$ cat config.mk
export PLATFORM = sky130hd
export DESIGN_NAME = opn_bus_top
export DESIGN_NICKNAME = d
export VERILOG_FILES = /design/src/hdl/opn_pkg.sv /design/src/hdl/timer_cfg_if.sv /design/src/hdl/opn_bus_top.sv /design/src/hdl/opn_clk_div.sv /design/src/hdl/opn_regs.sv /design/src/hdl/opn_timer.sv /design/src/hdl/opn_timers.sv
export SDC_FILE = /design/constraint.sdc
export NUM_CORES = 1
export LEC_CHECK = 0
export BUFFER_PORTS_ARGS = -buffer_cell sky130_fd_sc_hd__buf_4
export CAP_MARGIN = 15
export CORE_MARGIN = 3
export CORE_UTILIZATION = 45
export DETAILED_ROUTE_END_ITERATION = 7
export HOLD_SLACK_MARGIN = 0.03
export MAX_ROUTING_LAYER = met4
export PLACE_DENSITY = 0.73
export SLEW_MARGIN = 20
export SYNTH_ARGS = -nofsm -noshare
export SYNTH_HDL_FRONTEND = slang
export SYNTH_SLANG_ARGS = --single-unit
$ cat constraint.sdc
create_clock -name clk -period 5.4 [get_ports clk]
set_input_delay 0.81 -clock clk [delete_from_list [all_inputs] [get_ports clk]]
set_output_delay 0.81 -clock clk [all_outputs]
set_load 0.01 [all_outputs]
$ cat src/hdl/opn_pkg.sv
//********************
// Register map, field widths and status
// bit positions of the FM host interface
//********************
package opn_pkg;

    typedef logic [7:0] reg_addr_t;    // Register number
    typedef logic [7:0] reg_data_t;    // Bus data
    typedef logic [9:0] timer_a_t;     // Timer A count and load value
    typedef logic [7:0] timer_b_t;     // Timer B count and load value

    // Timer registers, bank 0
    localparam reg_addr_t REG_TEST      = 8'h21;
    localparam reg_addr_t REG_TA_HI     = 8'h24;
    localparam reg_addr_t REG_TA_LO     = 8'h25;
    localparam reg_addr_t REG_TB        = 8'h26;
    localparam reg_addr_t REG_TIMER_CTL = 8'h27;

    localparam int TA_LO_W = 2;    // Timer A bits held in REG_TA_LO

    // Test register
    localparam int FAST_TIMERS_BIT = 2;

    // Timer control register
    localparam int LOAD_A_BIT     = 0;
    localparam int LOAD_B_BIT     = 1;
    localparam int EN_FLAG_A_BIT  = 2;
    localparam int EN_FLAG_B_BIT  = 3;
    localparam int CLR_FLAG_A_BIT = 4;
    localparam int CLR_FLAG_B_BIT = 5;

    // Status byte, other bits read 0
    localparam int STATUS_BUSY_BIT   = 7;
    localparam int STATUS_FLAG_B_BIT = 1;
    localparam int STATUS_FLAG_A_BIT = 0;

endpackage

$ cat src/hdl/timer_cfg_if.sv
//********************
// Timer settings and flags between
// the register block and the timers
//********************
`timescale 1ns/1ns

interface timer_cfg_if import opn_pkg::*; ();

    timer_a_t value_a;
    timer_b_t value_b;
    logic     load_a;         // Timer runs while high
    logic     load_b;
    logic     en_flag_a;
    logic     en_flag_b;
    logic     clr_flag_a;     // One clk pulse
    logic     clr_flag_b;
    logic     fast_timers;    // Test mode, timers tick on cen
    logic     flag_a;
    logic     flag_b;

    modport regs (
        output value_a, value_b,
        output load_a, load_b,
        output en_flag_a, en_flag_b,
        output clr_flag_a, clr_flag_b,
        output fast_timers,
        input  flag_a, flag_b
    );

    modport timers (
        input  value_a, value_b,
        input  load_a, load_b,
        input  en_flag_a, en_flag_b,
        input  clr_flag_a, clr_flag_b,
        input  fast_timers,
        output flag_a, flag_b
    );

endinterface

$ cat src/hdl/opn_bus_top.sv
//********************
// Host side of the FM chip
//********************
`timescale 1ns/1ns

module opn_bus_top import opn_pkg::*; #(
    parameter int PRESCALE   = 6,     // cen pulses per internal tick
    parameter int BUSY_TICKS = 32     // Busy length in internal ticks
) (
    input  logic       clk,
    input  logic       rst,
    input  logic       cen,       // Clock enable, tie high if unused
    input  reg_data_t  din,
    input  logic [1:0] addr,
    input  logic       cs_n,
    input  logic       wr_n,
    output reg_data_t  dout,      // Status byte
    output logic       irq_n
);

    logic tick_en;

    timer_cfg_if cfg ();

    // Internal tick shared by busy and the timers
    opn_clk_div #(
        .PRESCALE ( PRESCALE )
    ) u_clk_div (
        .clk     ( clk     ),
        .rst     ( rst     ),
        .cen     ( cen     ),
        .tick_en ( tick_en )
    );

    opn_regs #(
        .BUSY_TICKS ( BUSY_TICKS )
    ) u_regs (
        .clk     ( clk     ),
        .rst     ( rst     ),
        .tick_en ( tick_en ),
        .din     ( din     ),
        .addr    ( addr    ),
        .cs_n    ( cs_n    ),
        .wr_n    ( wr_n    ),
        .dout    ( dout    ),
        .cfg     ( cfg     )
    );

    opn_timers u_timers (
        .clk     ( clk     ),
        .rst     ( rst     ),
        .cen     ( cen     ),
        .tick_en ( tick_en ),
        .cfg     ( cfg     ),
        .irq_n   ( irq_n   )
    );

endmodule

$ cat src/hdl/opn_clk_div.sv
//********************
// Prescaler from cen to the internal tick
//********************
`timescale 1ns/1ns

module opn_clk_div #(
    parameter int PRESCALE = 6
) (
    input  logic clk,
    input  logic rst,
    input  logic cen,
    output logic tick_en
);

    localparam int CW = (PRESCALE > 1) ? $clog2(PRESCALE) : 1;

    logic [CW-1:0] cen_cnt;
    logic          last;

    assign last = (cen_cnt == CW'(PRESCALE - 1));

    // Count cen pulses, tick on the last one of each group
    always_ff @(posedge clk) begin
        if (rst) begin
            cen_cnt <= '0;
            tick_en <= 1'b0;    // No tick during reset
        end else begin
            tick_en <= cen & last;
            if (cen) begin
                if (last)
                    cen_cnt <= '0;
                else
                    cen_cnt <= cen_cnt + 1'b1;
            end
        end
    end

endmodule

$ cat src/hdl/opn_regs.sv
//********************
// Address latch, register decode,
// busy counter and status read
//********************
`timescale 1ns/1ns

module opn_regs import opn_pkg::*; #(
    parameter int BUSY_TICKS = 32
) (
    input  logic       clk,
    input  logic       rst,
    input  logic       tick_en,
    input  reg_data_t  din,
    input  logic [1:0] addr,
    input  logic       cs_n,
    input  logic       wr_n,
    output reg_data_t  dout,
    timer_cfg_if.regs  cfg
);

    localparam int BUSY_W = $clog2(BUSY_TICKS + 1);

    logic              write;
    logic              addr_wr;
    logic              data_wr;
    reg_addr_t         sel_reg;     // Latched register number
    logic              sel_hi;      // Upper bank selected
    logic [BUSY_W-1:0] busy_cnt;
    logic              busy;
    reg_data_t         status;

    assign write   = ~cs_n & ~wr_n;
    assign addr_wr = write & ~addr[0];
    assign data_wr = write & addr[0];

    // Register number from an address write
    always_ff @(posedge clk) begin
        if (rst) begin
            sel_reg <= '0;
            sel_hi  <= 1'b0;
        end else if (addr_wr) begin
            sel_reg <= din;
            sel_hi  <= addr[1];    // Timers only live in bank 0
        end
    end

    // Data write decode
    always_ff @(posedge clk) begin
        if (rst) begin
            cfg.value_a     <= '0;
            cfg.value_b     <= '0;
            cfg.load_a      <= 1'b0;
            cfg.load_b      <= 1'b0;
            cfg.en_flag_a   <= 1'b0;
            cfg.en_flag_b   <= 1'b0;
            cfg.clr_flag_a  <= 1'b0;
            cfg.clr_flag_b  <= 1'b0;
            cfg.fast_timers <= 1'b0;
        end else begin
            cfg.clr_flag_a <= 1'b0;    // Clear pulses last one clk
            cfg.clr_flag_b <= 1'b0;
            if (data_wr && !sel_hi) begin
                case (sel_reg)
                    REG_TEST:
                        cfg.fast_timers <= din[FAST_TIMERS_BIT];
                    REG_TA_HI:
                        cfg.value_a[TA_LO_W +: $bits(reg_data_t)] <= din;
                    REG_TA_LO:
                        cfg.value_a[TA_LO_W-1:0] <= din[TA_LO_W-1:0];
                    REG_TB:
                        cfg.value_b <= din;
                    REG_TIMER_CTL: begin
                        cfg.load_a     <= din[LOAD_A_BIT];
                        cfg.load_b     <= din[LOAD_B_BIT];
                        cfg.en_flag_a  <= din[EN_FLAG_A_BIT];
                        cfg.en_flag_b  <= din[EN_FLAG_B_BIT];
                        cfg.clr_flag_a <= din[CLR_FLAG_A_BIT];
                        cfg.clr_flag_b <= din[CLR_FLAG_B_BIT];
                    end
                    default: ;    // Sound registers are not kept
                endcase
            end
        end
    end

    // Busy runs for BUSY_TICKS internal ticks after every data write,
    // a new write restarts the count
    always_ff @(posedge clk) begin
        if (rst)
            busy_cnt <= '0;
        else if (data_wr)
            busy_cnt <= BUSY_W'(BUSY_TICKS);
        else if (tick_en && busy)
            busy_cnt <= busy_cnt - 1'b1;
    end

    assign busy = (busy_cnt != '0);

    always_comb begin
        status                    = '0;
        status[STATUS_BUSY_BIT]   = busy;
        status[STATUS_FLAG_B_BIT] = cfg.flag_b;
        status[STATUS_FLAG_A_BIT] = cfg.flag_a;
    end

    // Status is read with no strobe
    always_ff @(posedge clk) begin
        if (rst)
            dout <= '0;
        else
            dout <= status;
    end

endmodule

$ cat src/hdl/opn_timer.sv
//********************
// One timer with sub-divider,
// reload and sticky flag
//********************
`timescale 1ns/1ns

module opn_timer #(
    parameter int CNT_W = 10,
    parameter int MULT  = 1
) (
    input  logic             clk,
    input  logic             rst,
    input  logic             tick,
    input  logic [CNT_W-1:0] value,
    input  logic             load,
    input  logic             en_flag,
    input  logic             clr_flag,
    output logic             flag
);

    localparam int DIV_W = (MULT > 1) ? $clog2(MULT) : 1;

    logic [DIV_W-1:0] div_cnt;
    logic [CNT_W-1:0] cnt;
    logic             step;        // Counter advances
    logic             overflow;

    assign step     = load & tick & (div_cnt == DIV_W'(MULT - 1));
    assign overflow = step & (cnt == '1);

    // Sub-divider restarts whenever the timer is stopped
    always_ff @(posedge clk) begin
        if (rst || !load) begin
            div_cnt <= '0;
        end else if (tick) begin
            if (step)
                div_cnt <= '0;
            else
                div_cnt <= div_cnt + 1'b1;
        end
    end

    always_ff @(posedge clk) begin
        if (rst)
            cnt <= '0;
        else if (!load)
            cnt <= value;           // Held at the load value
        else if (overflow)
            cnt <= value;           // Reload
        else if (step)
            cnt <= cnt + 1'b1;
    end

    // Flag stays up until cleared
    always_ff @(posedge clk) begin
        if (rst)
            flag <= 1'b0;
        else if (clr_flag)
            flag <= 1'b0;
        else if (overflow && en_flag)
            flag <= 1'b1;
    end

endmodule

$ cat src/hdl/opn_timers.sv
//********************
// Timer A and timer B, tick select
// and the interrupt output
//********************
`timescale 1ns/1ns

module opn_timers import opn_pkg::*; (
    input  logic        clk,
    input  logic        rst,
    input  logic        cen,
    input  logic        tick_en,
    timer_cfg_if.timers cfg,
    output logic        irq_n
);

    localparam int TB_MULT = 16;    // Timer B steps every 16th tick

    logic timer_tick;

    // Test mode runs both timers straight from cen
    assign timer_tick = cfg.fast_timers ? cen : tick_en;

    opn_timer #(
        .CNT_W ( $bits(timer_a_t) ),
        .MULT  ( 1                )
    ) u_timer_a (
        .clk      ( clk            ),
        .rst      ( rst            ),
        .tick     ( timer_tick     ),
        .value    ( cfg.value_a    ),
        .load     ( cfg.load_a     ),
        .en_flag  ( cfg.en_flag_a  ),
        .clr_flag ( cfg.clr_flag_a ),
        .flag     ( cfg.flag_a     )
    );

    opn_timer #(
        .CNT_W ( $bits(timer_b_t) ),
        .MULT  ( TB_MULT          )
    ) u_timer_b (
        .clk      ( clk            ),
        .rst      ( rst            ),
        .tick     ( timer_tick     ),
        .value    ( cfg.value_b    ),
        .load     ( cfg.load_b     ),
        .en_flag  ( cfg.en_flag_b  ),
        .clr_flag ( cfg.clr_flag_b ),
        .flag     ( cfg.flag_b     )
    );

    always_ff @(posedge clk) begin
        if (rst)
            irq_n <= 1'b1;
        else
            irq_n <= ~(cfg.flag_a | cfg.flag_b);    // Low while any flag is set
    end

endmodule

==> metrics, run 1 <==
setup TNS=0 ns; Post-synth top flop=dfxtp_1; crit path kind=in -> reg; CP Buf/Inv Count=1; Post-Route WL=7020 um; gr usage total=17.9%; via count=2,666; CP peak stage delay=0.70 ns; post_cts resized=0; Yosys top cell by area=dfxtp_1; FF/Latch Area=1460 um2; Final Critical Period=2.51 ns; hpwl dp=4870 um; required time worst endpoint=5.61 ns; PortBufs=18; number of synthesized flops with an enable pin=0; max-slew violations=0; Mean Syn Cell Area=8.71 um2; diode count=0; actual slew at the worst max-slew pin=0.920 ns; initial core utilization=47.0%; Ports=24; Final Hold Vio Count=0; Post-Place Cells=475; Internal=0.000828 W; Syn. warnings=0; clock buffer depth=2; crit share post-route=46.5%; CP Max Fanout=8; fin area=3650 um2; post-synthesis cell type count=58; Worst setup SP type=primary input; Slowest cell on crit path=nor3b_2; CTS Buf Count=9; worst hold path class=reg -> reg; status=finished clean; sequential cell area fraction in the yosys report=45.0%; Max rail drop VDD=0.204 mV; die width=91.0 um; drt pass-1 iters=4; top-area cell type share of the netlist area=45.0%; # H-tree levels=3; via/cell ratio=5.43; # fillers=664; pin count of the biggest net entering global routing=59; setup ws final=2.89 ns; Worst Clk Skew=0.00936 ns; P_sw=0.000223 W; Syn Inst Count=373; Cell Chain, Critical Path=buf_4, or3b_4, nor4_4, nor3b_2, mux2i_1, nor2_1; commonest non-fill, non-tap cell in the layout=dfxtp_1; Clock power frac=44.6%; clock sinks=73; # rows=30; gp weighted congestion=0.882; Hold Startpoint=u_regs.cfg.clr_flag_b$_SDFF_PP0_; Root Driver=clkbuf_8; Post CTS Setup Buffer Count=0; antenna-violating nets left=0; share of post-route cells with drive strength above 1=10.9%; die height=91.0 um; Worst-Skew Late Latency=0.34 ns; Cell Area, Placed=3430 um2; crit end category=flop; fin cells=491; crit path launch=wr_n; cell family with most CP delay=simple AND/OR/NAND/NOR gates; Net Sw Frac=21.2%; fmax=0.398 GHz; asr flop ratio synth=0%; Pwr Density=288 nW/um2; Worst-path clk slew=0.08 ns; GRT overflow=0; vias in the first global route=2,473; average wire per standard cell=14.3 um; Comb power frac=3.5%; area of the multi-input gates=1670 um2; worst slack, placed=2.55 ns; hold buffers post-CTS=0; commonest non-fill, non-tap cells in the layout=dfxtp_1 (73), nor2_1 (48), nand2_1 (45); endpoints failing setup=0; register bit total from synthesis=73; Layout area overhead=12.4%; First DRT Iteration DRCs=171; Leak=1.35 nW; global-route wire length before repair=11,600 um; mapped cell area=3250 um2; relative slew slack=38.2%; Reg power frac=51.9%; initial antenna violation count=0; max-cap viol count=0; die area=8270 um2; CTS tree=built; reg-to-reg startpoint=u_regs.sel_reg[4]$_SDFFE_PP0P_; fin nets=409; Synth area leaders=dfxtp_1 (45%), mux2i_1 (7.1%), nor2_1 (5.5%); top flop regs=u_regs.cfg.value_a x10, u_timers.u_timer_a.cnt x10; CP arrival=2.72 ns; RSZ-0062 raised after global routing=no; core area=6910 um2; number of remaining DRC errors=0
==> final timing paths <==
check	to	slack, ns	cells after the start
worst max-delay path	u_regs.cfg.value_a[4]$_SDFFE_PP0P_	2.89	6
worst min register to register	u_timers.u_timer_b.flag$_SDFFE_PP0P_	0.40	1
worst max register to register	u_regs.cfg.value_a[4]$_SDFFE_PP0P_	3.06	5
worst min-delay path	u_timers.u_timer_b.flag$_SDFFE_PP0P_	0.40	1
==> logic make-up after synthesis <==
group / Yosys count / share of synthesized area, %
other cells: 1 / 0.115
xor+xnor: 12 / 3.24
buf+inv: 26 / 4.01
flops: 73 / 45.0
compound gates: 67 / 12.9
simple gates: 166 / 25.8
mux: 24 / 7.43
fa+ha+maj: 4 / 1.54
==> cell usage after synthesis (all sizes together) (2+ instances only) <==
master and instances:
or3 6, buf 10, ha 4, nor2b 3, and3 7, mux2i 23
o31a 2, a21oi 24, clkbuf 7, nand2b 5, o31ai 3, nand4 4
or4b 2, dfxtp 73, nor3b 3, a21o 4, nor4 10, or4 2
nand3b 3, o21ai 14, a31oi 6, inv 8, o32ai 2, nand3 12
or3b 2, xnor2 4, nor2 48, xor2 8, nand2 45, nor3 11
==> through the flow <==
step | hold slack [ns] | power [W] | utilization, %
detailed placement | 0.387 | 0.000594 | 49.7
global route | 0.405 | 0.00109 | 52.8
floorplan | 0.368 | 0.000579 | -
CTS | 0.400 | 0.00106 | 52.8
global placement | 0.375 | 0.000593 | 49.7
finish | 0.398 | 0.00105 | 52.8
==> final cells by class <==
class / instances / share of cell area (%)
Multi-Input combinational cell: 278 / 45.8
Clock inverter: 5 / 2.16
Timing Repair Buffer: 19 / 3.91
Tap cell: 96 / 3.29
Clock buffer: 11 / 3.87
Inverter: 9 / 0.926
Sequential cell: 73 / 40.0
==> routing by layer <==
layer / track usage [%] / up-vias / part of all wire (%)
met5: - / - / 0
met4: 5.78 / 0 / 1.8
met3: 5.88 / 13 / 4.3
met2: 27.3 / 51 / 46
met1: 22.4 / 1254 / 48
li1: - / 1348 / -
==> power by group through the flow <==
stage,Clock (W),Combinational (W),Sequential [W]
2_1_floorplan,0,0.0000216,0.000557
3_3_place_gp,0,0.0000355,0.000558
3_5_place_dp,0,0.0000364,0.000558
4_1_cts,0.000479,0.0000364,0.000545
5_1_grt,0.000504,0.0000396,0.000546
6_report,0.000469,0.0000363,0.000546
Power figures use the tool's default switching activity.
==> inputs of run 2 (changes only) <==
Settings changed: ABC_AREA from default to 1.
Clock period 5.4 ns to 2.5 ns, I/O delays scaled along.
==> run 2 against run 1 <==
Compared with the run above: worst hold slack lost 0.12 ns; final cell count increased by 25%; global-route usage grew 0.75 points; synthesized cell count grew 33%; wire length is 6.3% higher; critical path depth increased by 1; utilization up 1.0 points; first-iteration DRC count shrank 8.2%; total power grew 140%; clock skew is 0.00058 ns lower; cell area is 9.9% higher; sequential share of layout area is 3.6 points lower; critical path type is now reg -> reg; highest routed layer unchanged.
==> metrics, run 2 <==
status=finished clean; max-cap viol count=0; Syn Inst Count=495; Post-Place Cells=600; area of the multi-input gates=1720 um2; pin count of the biggest net entering global routing=28; Yosys top cell by area=dfxtp_1; top flop regs=u_regs.cfg.value_a x10, u_timers.u_timer_a.cnt x10; Synth area leaders=dfxtp_1 (41%), nand2_1 (9.3%), inv_1 (7.5%); crit end category=flop; average wire per standard cell=12.1 um; vias in the first global route=2,779; Ports=24; CP Max Fanout=16; fin area=4010 um2; core area=7450 um2; Worst-Skew Late Latency=0.35 ns; Leak=1.68 nW; die width=94.9 um; Clock power frac=49.3%; drt pass-1 iters=5; via count=3,078; Reg power frac=46.5%; # fillers=705; Post-synth top flop=dfxtp_1; CTS tree=built; commonest non-fill, non-tap cell in the layout=nand2_1; top cells by count, synth=nand2_1 (88), dfxtp_1 (73), inv_1 (71); Cell Area, Placed=3730 um2; clock buffer depth=2; fin cells=616; top-area cell type share of the netlist area=41.1%; PortBufs=18; antenna-violating nets left=0; global-route wire length before repair=12,700 um; initial core utilization=47.8%; CTS Buf Count=9; number of synthesized flops with an enable pin=0; # rows=31; die area=9010 um2; Final Hold Vio Count=0; Worst setup SP type=flop; Pwr Density=633 nW/um2; clock sinks=73; internal reg-to-reg setup slack=0.83 ns; asr flop ratio synth=0%; gr usage total=18.7%; post-synthesis cell type count=40; sequential cell area fraction in the yosys report=41.1%; mapped cell area=3560 um2; Internal=0.00201 W; RSZ-0062 raised after global routing=no; number of remaining DRC errors=0; share of post-route cells with drive strength above 1=13.3%; Post CTS Setup Buffer Count=0; crit share post-route=66.7%; initial antenna violation count=0; register bit total from synthesis=73; Layout area overhead=12.7%; post_cts resized=0; crit path kind=reg -> reg; CP arrival=1.89 ns; endpoints failing setup=0; Comb power frac=4.2%; diode count=0; setup TNS=0 ns; # H-tree levels=3; Final Critical Period=1.67 ns; most instantiated library cell after synthesis=nand2_1; Net Sw Frac=21.0%; FF/Latch Area=1460 um2; Syn. warnings=0; fmax=0.599 GHz; commonest non-fill, non-tap cells in the layout=nand2_1 (88), dfxtp_1 (73), inv_1 (71); required time worst endpoint=2.72 ns; hold buffers post-CTS=0; Max rail drop VDD=0.458 mV; hpwl dp=5430 um; Root Driver=clkbuf_8; fin nets=531; Worst Clk Skew=0.00877 ns; P_sw=0.000534 W; worst hold path class=in -> reg; Post-Route WL=7460 um; First DRT Iteration DRCs=157; via/cell ratio=5.00; Worst-path clk slew=0.08 ns; die height=94.9 um; max-slew violations=0; GRT overflow=0; Mean Syn Cell Area=7.19 um2; gp weighted congestion=0.842
-- run 2: cell types whose count changed in the layout (fill, tap and decap cells not counted), sizes merged, moves of 7 or more --
cell / change
inv: +66
nand2: +50
o21ai: +28
mux2i: -23
nor2: +22
nand3: +21
a21oi: +12
and3: -7
-- run 2: per-stage QoR --
step / total power [W] / hold slack (ns) / setup WS, ns / utilization, %
3_3_place_gp: 0.00131 / 0.377 / 0.860 / 50.2
3_5_place_dp: 0.00131 / 0.383 / 0.813 / 50.2
5_1_grt: 0.00263 / 0.275 / 0.687 / 53.8
2_1_floorplan: 0.00128 / 0.373 / 1.11 / -
6_report: 0.00254 / 0.273 / 0.831 / 53.8
4_1_cts: 0.00256 / 0.263 / 0.859 / 53.8
-- run 2: worst max-delay path, cell delays in order, from the launching register on --
cell     delay [ns]
dfxtp_1        0.50
inv_2          0.12
nor2_4         0.12
nand2_1        0.06
nand2_1        0.35
inv_1          0.17
nand2_1        0.11
a21oi_1        0.09
-- run 2: power groups by stage --
stage	Clock, W	Sequential [W]	Combinational [W]
after floorplan	0	0.00121	0.0000696
after global placement	0	0.00121	0.000104
after detailed placement	0	0.00121	0.000106
after CTS	0.00127	0.00118	0.000107
after global routing	0.00133	0.00118	0.000120
final	0.00125	0.00118	0.000107
-- run 2: final cells by class --
type	count	area share (%)
Timing Repair Buffer	20	3.74
Multi-Input combinational cell	333	42.8
Sequential cell	73	36.4
Clock inverter	6	3.43
Tap cell	99	3.09
Inverter	75	7.05
Clock buffer	10	3.43
-- run 2: kinds of logic (layout without fill, tap and decap cells) --
kind of cell	Yosys count	in the layout	synth area share, %
DFF	73	73	41.1
and+or+nand+nor	228	228	30.6
AOI/OAI and AO/OA	89	89	14.0
xor gates and xnor gates	7	7	1.72
adders and majority gates	4	4	1.41
other	1	5	0.105
buffers and inverters	93	111	11.1
-- run 2: final timing paths --
path | cells after the start | end | from
worst max-delay path | 7 | u_timers.u_timer_a.cnt[7]$_SDFFE_PP0P_ | u_regs.cfg.load_a$_SDFFE_PP0P_
worst min-delay path | 3 | u_regs.sel_hi$_SDFFE_PP0P_ | addr[1]
worst max register to register | 7 | u_timers.u_timer_a.cnt[7]$_SDFFE_PP0P_ | u_regs.cfg.load_a$_SDFFE_PP0P_
worst min register to register | 1 | u_timers.u_timer_a.flag$_SDFFE_PP0P_ | u_regs.cfg.clr_flag_a$_SDFF_PP0_
-- run 2: metal layers --
metal	wire (um)	GRT usage, %
met1	3610	24.2
met5	0	-
met2	3300	28.0
met4	214	8.89
met3	346	3.51
